### config.mk
export PLATFORM = sky130hd
export DESIGN_NAME = loader_top
export DESIGN_NICKNAME = d
export VERILOG_FILES = /design/src/verilog/loader_pkg.sv /design/src/verilog/stream_fifo.sv /design/src/verilog/axi_master_loader.sv /design/src/verilog/loader_top.sv
export SDC_FILE = /design/constraint.sdc
export NUM_CORES = 1
export LEC_CHECK = 0
export BUFFER_PORTS_ARGS = -buffer_cell sky130_fd_sc_hd__buf_2
export CAP_MARGIN = 0
export CORE_MARGIN = 3
export CORE_UTILIZATION = 50
export CTS_CLUSTER_SIZE = 30
export DETAILED_ROUTE_END_ITERATION = 8
export PLACE_DENSITY = 0.74
export SETUP_SLACK_MARGIN = 0.5
export SYNTH_ARGS = -nofsm -noshare
export SYNTH_HDL_FRONTEND = slang
export SYNTH_SLANG_ARGS = --single-unit
### constraint.sdc
create_clock -name clk_i -period 4.9 [get_ports clk_i]
set_input_delay 0.735 -clock clk_i [delete_from_list [all_inputs] [get_ports clk_i]]
set_output_delay 0.735 -clock clk_i [all_outputs]
set_load 0.005 [all_outputs]
### src/verilog/loader_pkg.sv
package loader_pkg;

    // AXI length field, beats minus one
    typedef logic [7:0] axlen_t;

    // transactions issued per batch
    typedef logic [7:0] depth_t;

    typedef logic [1:0] burst_t;
    typedef logic [2:0] axsize_t;

    localparam burst_t BURST_INCR = 2'b01;

    typedef enum logic [1:0] {
        IDLE,
        AX_HANDSHAKE,
        RESP_WAIT
    } loader_state_t;

endpackage

### src/verilog/stream_fifo.sv
`timescale 1ns/1ps

module stream_fifo #(
    parameter int DATA_WIDTH = 8,
    parameter int FIFO_LEN   = 16
) (
    input  logic                  clk_i,
    input  logic                  arstn_i,

    input  logic [DATA_WIDTH-1:0] data_i,
    input  logic                  valid_i,
    output logic                  full_o,

    output logic [DATA_WIDTH-1:0] data_o,
    output logic                  valid_o,
    input  logic                  ready_i
);

    localparam int PTR_W = (FIFO_LEN > 1) ? $clog2(FIFO_LEN) : 1;
    localparam int CNT_W = $clog2(FIFO_LEN + 1);

    logic [DATA_WIDTH-1:0] mem [FIFO_LEN];
    logic [PTR_W-1:0]      wr_ptr;
    logic [PTR_W-1:0]      rd_ptr;
    logic [CNT_W-1:0]      count;
    logic                  push;
    logic                  pop;

    function automatic logic [PTR_W-1:0] next_ptr(input logic [PTR_W-1:0] ptr);
        if (ptr == PTR_W'(FIFO_LEN - 1)) begin
            return '0;
        end
        return ptr + 1'b1;
    endfunction

    assign push    = valid_i && !full_o; // a push into a full queue is dropped
    assign pop     = ready_i && valid_o;

    assign full_o  = (count == CNT_W'(FIFO_LEN));
    assign valid_o = (count != '0);
    assign data_o  = mem[rd_ptr]; // head shown without a read cycle

    always_ff @(posedge clk_i) begin
        if (push) begin
            mem[wr_ptr] <= data_i;
        end
    end

    always_ff @(posedge clk_i or negedge arstn_i) begin
        if (!arstn_i) begin
            wr_ptr <= '0;
            rd_ptr <= '0;
            count  <= '0;
        end else begin
            if (push) begin
                wr_ptr <= next_ptr(wr_ptr);
            end
            if (pop) begin
                rd_ptr <= next_ptr(rd_ptr);
            end
            count <= count + CNT_W'(push) - CNT_W'(pop);
        end
    end

    a_no_push_full: assert property (@(posedge clk_i) disable iff (!arstn_i)
        valid_i |-> !full_o)
        else $error("stream_fifo: push while full");

    a_no_pop_empty: assert property (@(posedge clk_i) disable iff (!arstn_i)
        ready_i |-> valid_o)
        else $error("stream_fifo: pop while empty");

endmodule

### src/verilog/axi_master_loader.sv
`timescale 1ns/1ps

module axi_master_loader #(
    parameter int DATA_WIDTH = 32,
    parameter int ADDR_WIDTH = 16,
    parameter int ID_WIDTH   = 5,
    parameter int FIFO_DEPTH = 32,
    parameter int LOADER_ID  = 0
) (
    input  logic                      clk_i,
    input  logic                      arstn_i,

    input  loader_pkg::depth_t        req_depth_i,
    input  logic [ID_WIDTH-1:0]       id_i,
    input  logic                      write_i,
    input  loader_pkg::axlen_t        axlen_i,
    input  logic                      fifo_push_i,

    input  logic                      start_i,
    output logic                      idle_o,
    output logic                      fifo_full_o,

    output logic [ID_WIDTH-1:0]       awid_o,
    output logic [ADDR_WIDTH-1:0]     awaddr_o,
    output loader_pkg::axlen_t        awlen_o,
    output loader_pkg::axsize_t       awsize_o,
    output loader_pkg::burst_t        awburst_o,
    output logic                      awvalid_o,
    input  logic                      awready_i,

    output logic [DATA_WIDTH-1:0]     wdata_o,
    output logic [DATA_WIDTH/8-1:0]   wstrb_o,
    output logic                      wlast_o,
    output logic                      wvalid_o,
    input  logic                      wready_i,

    input  logic [ID_WIDTH-1:0]       bid_i,
    input  logic                      bvalid_i,
    output logic                      bready_o,

    output logic [ID_WIDTH-1:0]       arid_o,
    output logic [ADDR_WIDTH-1:0]     araddr_o,
    output loader_pkg::axlen_t        arlen_o,
    output loader_pkg::axsize_t       arsize_o,
    output loader_pkg::burst_t        arburst_o,
    output logic                      arvalid_o,
    input  logic                      arready_i,

    input  logic [ID_WIDTH-1:0]       rid_i,
    input  logic [DATA_WIDTH-1:0]     rdata_i,
    input  logic                      rlast_i,
    input  logic                      rvalid_i,
    output logic                      rready_o
);

    localparam int DESC_W = ID_WIDTH + 1 + $bits(loader_pkg::axlen_t);

    localparam logic [ADDR_WIDTH-1:0] BASE_ADDR = ADDR_WIDTH'(LOADER_ID * 4);
    localparam logic [DATA_WIDTH-1:0] W_WORD    = DATA_WIDTH'(16'h30 + LOADER_ID);
    localparam loader_pkg::axsize_t   BEAT_SIZE = loader_pkg::axsize_t'($clog2(DATA_WIDTH / 8));

    loader_pkg::loader_state_t state;
    loader_pkg::loader_state_t state_next;
    loader_pkg::depth_t        req_cnt;
    loader_pkg::depth_t        req_cnt_next;
    loader_pkg::axlen_t        beat_cnt;
    loader_pkg::axlen_t        beat_cnt_next;
    loader_pkg::depth_t        b_outst;
    loader_pkg::depth_t        b_outst_next;
    loader_pkg::depth_t        r_outst;
    loader_pkg::depth_t        r_outst_next;
    logic                      aw_done;
    logic                      aw_done_next;
    logic                      w_done;
    logic                      w_done_next;

    logic [ID_WIDTH-1:0]       id_rd;
    loader_pkg::axlen_t        len_rd;
    logic                      write_rd;
    logic                      desc_valid;
    logic                      desc_pop;

    logic                      aw_fire;
    logic                      w_fire;
    logic                      w_last_fire;
    logic                      b_fire;
    logic                      r_last_fire;

    stream_fifo #(
        .DATA_WIDTH (DESC_W),
        .FIFO_LEN   (FIFO_DEPTH)
    ) u_stream_fifo (
        .clk_i   (clk_i),
        .arstn_i (arstn_i),
        .data_i  ({write_i, axlen_i, id_i}),
        .valid_i (fifo_push_i),
        .full_o  (fifo_full_o),
        .data_o  ({write_rd, len_rd, id_rd}),
        .valid_o (desc_valid),
        .ready_i (desc_pop)
    );

    // payload comes straight from the queue head
    assign awid_o    = id_rd;
    assign awaddr_o  = BASE_ADDR;
    assign awlen_o   = len_rd;
    assign awsize_o  = BEAT_SIZE;
    assign awburst_o = loader_pkg::BURST_INCR;

    assign wdata_o   = W_WORD;
    assign wstrb_o   = '1;
    assign bready_o  = 1'b1;

    assign arid_o    = id_rd;
    assign araddr_o  = BASE_ADDR;
    assign arlen_o   = len_rd;
    assign arsize_o  = BEAT_SIZE;
    assign arburst_o = loader_pkg::BURST_INCR;
    assign rready_o  = 1'b1;

    assign idle_o    = (state == loader_pkg::IDLE);

    always_comb begin
        awvalid_o = 1'b0;
        wvalid_o  = 1'b0;
        wlast_o   = 1'b0;
        arvalid_o = 1'b0;
        if (state == loader_pkg::AX_HANDSHAKE && desc_valid) begin
            if (write_rd) begin
                awvalid_o = !aw_done;
                wvalid_o  = !w_done;
                wlast_o   = !w_done && (beat_cnt == len_rd);
            end else begin
                arvalid_o = 1'b1;
            end
        end
    end

    assign aw_fire     = awvalid_o && awready_i;
    assign w_fire      = wvalid_o && wready_i;
    assign w_last_fire = w_fire && wlast_o;
    assign b_fire      = bvalid_i && bready_o;
    assign r_last_fire = rvalid_i && rready_o && rlast_i;

    // write pops once AW and the last W are both through, in either order
    assign desc_pop = write_rd ? ((aw_done || aw_fire) && (w_done || w_last_fire))
                               : (arvalid_o && arready_i);

    always_comb begin
        state_next    = state;
        req_cnt_next  = req_cnt;
        aw_done_next  = (aw_done || aw_fire) && !desc_pop;
        w_done_next   = (w_done || w_last_fire) && !desc_pop;
        beat_cnt_next = w_last_fire ? '0 : beat_cnt + loader_pkg::axlen_t'(w_fire);
        b_outst_next  = b_outst + loader_pkg::depth_t'(desc_pop && write_rd)
                        - loader_pkg::depth_t'(b_fire);
        r_outst_next  = r_outst + loader_pkg::depth_t'(desc_pop && !write_rd)
                        - loader_pkg::depth_t'(r_last_fire);

        case (state)
            loader_pkg::IDLE: begin
                req_cnt_next = req_depth_i;
                if (start_i && desc_valid) begin
                    state_next = loader_pkg::AX_HANDSHAKE;
                end
            end
            loader_pkg::AX_HANDSHAKE: begin
                if (desc_pop) begin
                    req_cnt_next = req_cnt - 1'b1;
                    if (req_cnt == loader_pkg::depth_t'(1)) begin
                        state_next = loader_pkg::RESP_WAIT;
                    end
                end
            end
            loader_pkg::RESP_WAIT: begin
                req_cnt_next = req_depth_i; // size of the next batch
                if (b_outst_next == '0 && r_outst_next == '0) begin
                    state_next = desc_valid ? loader_pkg::AX_HANDSHAKE : loader_pkg::IDLE;
                end
            end
            default: begin
                state_next = loader_pkg::IDLE;
            end
        endcase
    end

    always_ff @(posedge clk_i or negedge arstn_i) begin
        if (!arstn_i) begin
            state    <= loader_pkg::IDLE;
            req_cnt  <= '0;
            beat_cnt <= '0;
            b_outst  <= '0;
            r_outst  <= '0;
            aw_done  <= 1'b0;
            w_done   <= 1'b0;
        end else begin
            state    <= state_next;
            req_cnt  <= req_cnt_next;
            beat_cnt <= beat_cnt_next;
            b_outst  <= b_outst_next;
            r_outst  <= r_outst_next;
            aw_done  <= aw_done_next;
            w_done   <= w_done_next;
        end
    end

    a_aw_held: assert property (@(posedge clk_i) disable iff (!arstn_i)
        awvalid_o && !awready_i |=> awvalid_o && $stable(awid_o) && $stable(awlen_o))
        else $error("axi_master_loader: AWVALID dropped before AWREADY");

    a_beat_range: assert property (@(posedge clk_i) disable iff (!arstn_i)
        wvalid_o |-> beat_cnt <= len_rd)
        else $error("axi_master_loader: W beat count beyond AWLEN");

    a_no_stray_resp: assert property (@(posedge clk_i) disable iff (!arstn_i)
        (bvalid_i || rvalid_i) |-> (b_outst != '0 || r_outst != '0))
        else $error("axi_master_loader: response with nothing outstanding");

endmodule

### src/verilog/loader_top.sv
`timescale 1ns/1ps

module loader_top #(
    parameter int DATA_WIDTH = 32,
    parameter int ADDR_WIDTH = 16,
    parameter int ID_WIDTH   = 5,
    parameter int FIFO_DEPTH = 32,
    parameter int LOADER_ID  = 0
) (
    input  logic                      clk_i,
    input  logic                      arstn_i,

    input  loader_pkg::depth_t        req_depth_i,
    input  logic [ID_WIDTH-1:0]       id_i,
    input  logic                      write_i,
    input  loader_pkg::axlen_t        axlen_i,
    input  logic                      fifo_push_i,

    input  logic                      start_i,
    output logic                      idle_o,
    output logic                      fifo_full_o,

    output logic [ID_WIDTH-1:0]       awid_o,
    output logic [ADDR_WIDTH-1:0]     awaddr_o,
    output loader_pkg::axlen_t        awlen_o,
    output loader_pkg::axsize_t       awsize_o,
    output loader_pkg::burst_t        awburst_o,
    output logic                      awvalid_o,
    input  logic                      awready_i,

    output logic [DATA_WIDTH-1:0]     wdata_o,
    output logic [DATA_WIDTH/8-1:0]   wstrb_o,
    output logic                      wlast_o,
    output logic                      wvalid_o,
    input  logic                      wready_i,

    input  logic [ID_WIDTH-1:0]       bid_i,
    input  logic                      bvalid_i,
    output logic                      bready_o,

    output logic [ID_WIDTH-1:0]       arid_o,
    output logic [ADDR_WIDTH-1:0]     araddr_o,
    output loader_pkg::axlen_t        arlen_o,
    output loader_pkg::axsize_t       arsize_o,
    output loader_pkg::burst_t        arburst_o,
    output logic                      arvalid_o,
    input  logic                      arready_i,

    input  logic [ID_WIDTH-1:0]       rid_i,
    input  logic [DATA_WIDTH-1:0]     rdata_i,
    input  logic                      rlast_i,
    input  logic                      rvalid_i,
    output logic                      rready_o
);

    axi_master_loader #(
        .DATA_WIDTH (DATA_WIDTH),
        .ADDR_WIDTH (ADDR_WIDTH),
        .ID_WIDTH   (ID_WIDTH),
        .FIFO_DEPTH (FIFO_DEPTH),
        .LOADER_ID  (LOADER_ID)
    ) u_loader (
        .clk_i       (clk_i),
        .arstn_i     (arstn_i),
        .req_depth_i (req_depth_i),
        .id_i        (id_i),
        .write_i     (write_i),
        .axlen_i     (axlen_i),
        .fifo_push_i (fifo_push_i),
        .start_i     (start_i),
        .idle_o      (idle_o),
        .fifo_full_o (fifo_full_o),
        .awid_o      (awid_o),
        .awaddr_o    (awaddr_o),
        .awlen_o     (awlen_o),
        .awsize_o    (awsize_o),
        .awburst_o   (awburst_o),
        .awvalid_o   (awvalid_o),
        .awready_i   (awready_i),
        .wdata_o     (wdata_o),
        .wstrb_o     (wstrb_o),
        .wlast_o     (wlast_o),
        .wvalid_o    (wvalid_o),
        .wready_i    (wready_i),
        .bid_i       (bid_i),
        .bvalid_i    (bvalid_i),
        .bready_o    (bready_o),
        .arid_o      (arid_o),
        .araddr_o    (araddr_o),
        .arlen_o     (arlen_o),
        .arsize_o    (arsize_o),
        .arburst_o   (arburst_o),
        .arvalid_o   (arvalid_o),
        .arready_i   (arready_i),
        .rid_i       (rid_i),
        .rdata_i     (rdata_i),
        .rlast_i     (rlast_i),
        .rvalid_i    (rvalid_i),
        .rready_o    (rready_o)
    );

endmodule

==> results.sh <==
export IMPL_yosys_register_bits=500
export IMPL_clock_root_buffer="clkbuf_16"
export IMPL_start_kind="flop"
export IMPL_htreeDepth=2
export IMPL_antenna_found_initial=1
export IMPL_power_leakage_uw=0.00911
export IMPL_ir_worst_vdd_mv=0.473
export IMPL_clockPowerShare_pct=26.1
export IMPL_crit_type="reg2reg"
export IMPL_io_pins=186
export IMPL_grt_pass1_wl_um=70500
export IMPL_start_util_pct=51.4
export IMPL_cts_buffers=50
export IMPL_syn2layout_area_growth_pct=17.5
export IMPL_viasPerCell=5.75
export IMPL_timing_final_crit_share_pct=104
export IMPL_relSlewSlack_pct=20.4
export IMPL_crit_fanout=7
export IMPL_rows=74
export IMPL_dieArea_um2=45000
export IMPL_drtIter0Drc=1201
export IMPL_skew_ns=0.0304
export IMPL_avgSynthCellArea_um2=17.0
export IMPL_crit_path_end_kind="flop"
export IMPL_ys_flop_type="edfxtp_1"
export IMPL_tightest_slew_ns=1.19
export IMPL_port_buffers=63
export IMPL_synthTopCellsByArea="edfxtp_1, mux4_2, dfrtp_1"
export IMPL_grt_max_degree=33
export IMPL_layout_min_cycle_time_ns=5.12
export IMPL_swShare_pct=31.8
export IMPL_synth_edf_count=448
export IMPL_async_flop_share_pct=10.4
export IMPL_power_switching_uw=4910
export IMPL_grt_pass1_vias=11600
export IMPL_yosysUniqueCellTypes=59
export IMPL_max_stage_delay_ns=0.53
export IMPL_fill_cells=2966
export IMPL_hp_class="in2async"
export IMPL_layout_setup_ws_ns=-0.216
export IMPL_clk_latency_ns=0.59
export IMPL_postSynthCellCount=1251
export IMPL_cts_path_max_buffers=3
export IMPL_timing_fmax_ghz=0.195
export IMPL_drt_first_pass_iters=5
export IMPL_overflow=0
export IMPL_dp_slack_ns=-0.661
export IMPL_path_cells="buf_6, buf_4, mux4_2, mux2i_2, o21ai_0, or3_4, xnor2_2, nand2_1, nor4b_4, nor2_4, nor3_4, ha_2, fa_2, a21oi_2, nor2_2, nor2_2, xnor2_2, nor4_1, nand3_1, or4_4, nor4_4, mux2i_1, o32ai_1"
export IMPL_synth_area_um2=21300
export IMPL_drtAntennaViolNets=0
export IMPL_synth_largest_area_cell="edfxtp_1"
export IMPL_finalNetCount=1568
export IMPL_finalMaxSlewViolations=0
export IMPL_drive_gt1_share_pct=29.8
export IMPL_crit_arrival_ns=5.57
export IMPL_grt_usage_pct=20.9
export IMPL_cap_viol_max_count=0
export IMPL_seq_power_share_pct=34.4
export IMPL_rsz0062_at_grt="yes"
export IMPL_timing_hold_ws_ns=0.127
export IMPL_power_density_nw_per_um2=618
export IMPL_cts_sinks=500
export IMPL_status="finished, violations left"
export IMPL_hold_viol_final=0
export IMPL_place_hpwl_um=29600
export IMPL_gp_congestion=0.848
export IMPL_routed_wl_um=47100
export IMPL_die_h_um=212
export IMPL_ys_seq_area_share_pct=69.4
export IMPL_fp_coreArea_um2=41400
export IMPL_wire_per_inst_um=23.3
export IMPL_clk_pin_slew_ns=0.06
export IMPL_finalSetupViolCount=2
export IMPL_fin_util_pct=60.4
export IMPL_synth_warnings=0
export IMPL_cp_slowest_cell="dfrtp_4"
export IMPL_violations="setup timing"
export IMPL_netlist_area_leader_share_pct=63.3
export IMPL_drc=0
export IMPL_vias=11600
export IMPL_die_w_um=212
export IMPL_tritoncts="yes"
export IMPL_intPower_uw=10500
export IMPL_cp_data_required_time_ns=5.36
export IMPL_combPwrFrac_pct=39.4
export IMPL_total_power_uw=15400
==> critical path: cells and delay by family, from the launching register on <==
kind	cells	cell delay (ns)
and+or+nand+nor	11	2.13
muxes	3	0.89
DFF	1	0.53
adders and majority gates	2	0.46
AOI/OAI and AO/OA	3	0.41
xor gates and xnor gates	2	0.29
buffers and inverters	2	0.26
==> worst paths after layout <==
check	startpoint	to	slack [ns]	cells past startpoint
worst max-delay path	u_loader.u_stream_fifo.rd_ptr[0]	u_loader.state[0]	-0.22	23
worst min-delay path	arstn_i	u_loader.u_stream_fifo.wr_ptr[4]	0.13	1
worst max register to register	u_loader.u_stream_fifo.rd_ptr[0]	u_loader.state[0]	-0.22	23
worst min register to register	u_loader.req_cnt[1]	u_loader.req_cnt[1]	0.54	2
max in group asynchronous	arstn_i	u_loader.u_stream_fifo.rd_ptr[0]	3.91	2
min in group clk_i	req_depth_i[0]	u_loader.req_cnt[0]	0.42	3
==> flip-flops by register name, summed over array words and instances, names as in the netlist <==
register,cells
u_loader.b_outst,8
u_loader.u_stream_fifo.mem,448
u_loader.beat_cnt,8
u_loader.u_stream_fifo.wr_ptr,5
u_loader.req_cnt,8
u_loader.u_stream_fifo.rd_ptr,5
u_loader.state,2
u_loader.w_done,1
u_loader.aw_done,1
u_loader.r_outst,8
u_loader.u_stream_fifo.count,6
==> power by group through the flow <==
stage | clock [uW] | sequential, uW | combinational (uW)
detailed placement | 0 | 5430 | 5340
floorplan | 0 | 5280 | 3630
finish | 4040 | 5320 | 6090
CTS | 4090 | 5310 | 5800
global route | 4260 | 5350 | 6570
global placement | 0 | 5400 | 5240
==> Yosys cell counts (5+ instances only) <==
master      n
nand3_1    19
nor2b_1    10
a21oi_1    29
ha_1       36
buf_4      95
o31ai_1     5
mux4_2     90
mux2_2      5
clkbuf_1   22
or4_1       5
mux2i_1    69
o21bai_1    5
a22oi_1    25
a21o_1      5
edfxtp_1  448
buf_1       7
inv_1      49
xor2_1     12
nand2_1    42
nor2_1     74
a31oi_1     9
or3_1       8
dfrtp_1    52
and3_1      5
o21ai_0    12
buf_2      14
nand3b_1    5
nor3_1      6
xnor2_1    21
==> layout by cell type (no fill, tap or decap), drive strengths merged, types with 36 or more instances in the layout <==
cell type,netlist,layout
inv,50,51
dfrtp,52,52
mux2i,69,69
mux4,90,90
edfxtp,448,448
nand2,42,42
ha,36,36
clkbuf,22,59
conb,2,80
nor2,74,74
buf,120,216
==> per-layer routing <==
layer	share of wire, %	track usage, %	up-vias
li1	-	-	5089
met1	40	28.4	5933
met2	49	34.1	513
met3	7.1	3.81	106
met4	3.9	8.24	0
met5	0	0	-
==> logic make-up (layout without fill, tap and decap cells) <==
group	Yosys count	in the layout	synth area share [%]
other	2	81	0.0353
and+or+nand+nor	195	195	4.41
buffers and inverters	192	356	5.29
adders and majority gates	39	39	2.40
muxes	164	164	13.0
DFF	500	500	69.4
xor gates and xnor gates	33	33	1.36
AOI/OAI and AO/OA	126	126	4.07
==> metrics by stage <==
step / setup TNS [ns] / instances / instance area, um2
3_5_place_dp: -1.19 / 1903 / 22700
2_1_floorplan: 0 / 1329 / 21600
4_1_cts: -0.377 / 2012 / 24800
6_report: -0.416 / 2026 / 25000
3_3_place_gp: -1.20 / 1903 / 22700
5_1_grt: -0.889 / 2025 / 25000
==> timing repair <==
action | 4_1_cts | 5_1_grt
pin swaps | 7 | 8
endpoints found under the setup margin | 9 | 9
hold buffers | 0 | 0
setup buffers | 17 | 13
gates cloned | 2 | 0
gates resized for setup | 23 | 31
==> cell type report <==
cell class                 instances  area (um2)  area share, %
inverter                          50         188          0.751
tap                              532         666           2.66
sequential                       500       14800           59.1
multi-input combinational        637        5910           23.6
antenna                            1        2.50         0.0100
timing repair buffer             216        1700           6.81
clock buffer                      59        1320           5.27
clock inverter                    31         437           1.75
Power figures use the tool's default switching activity.
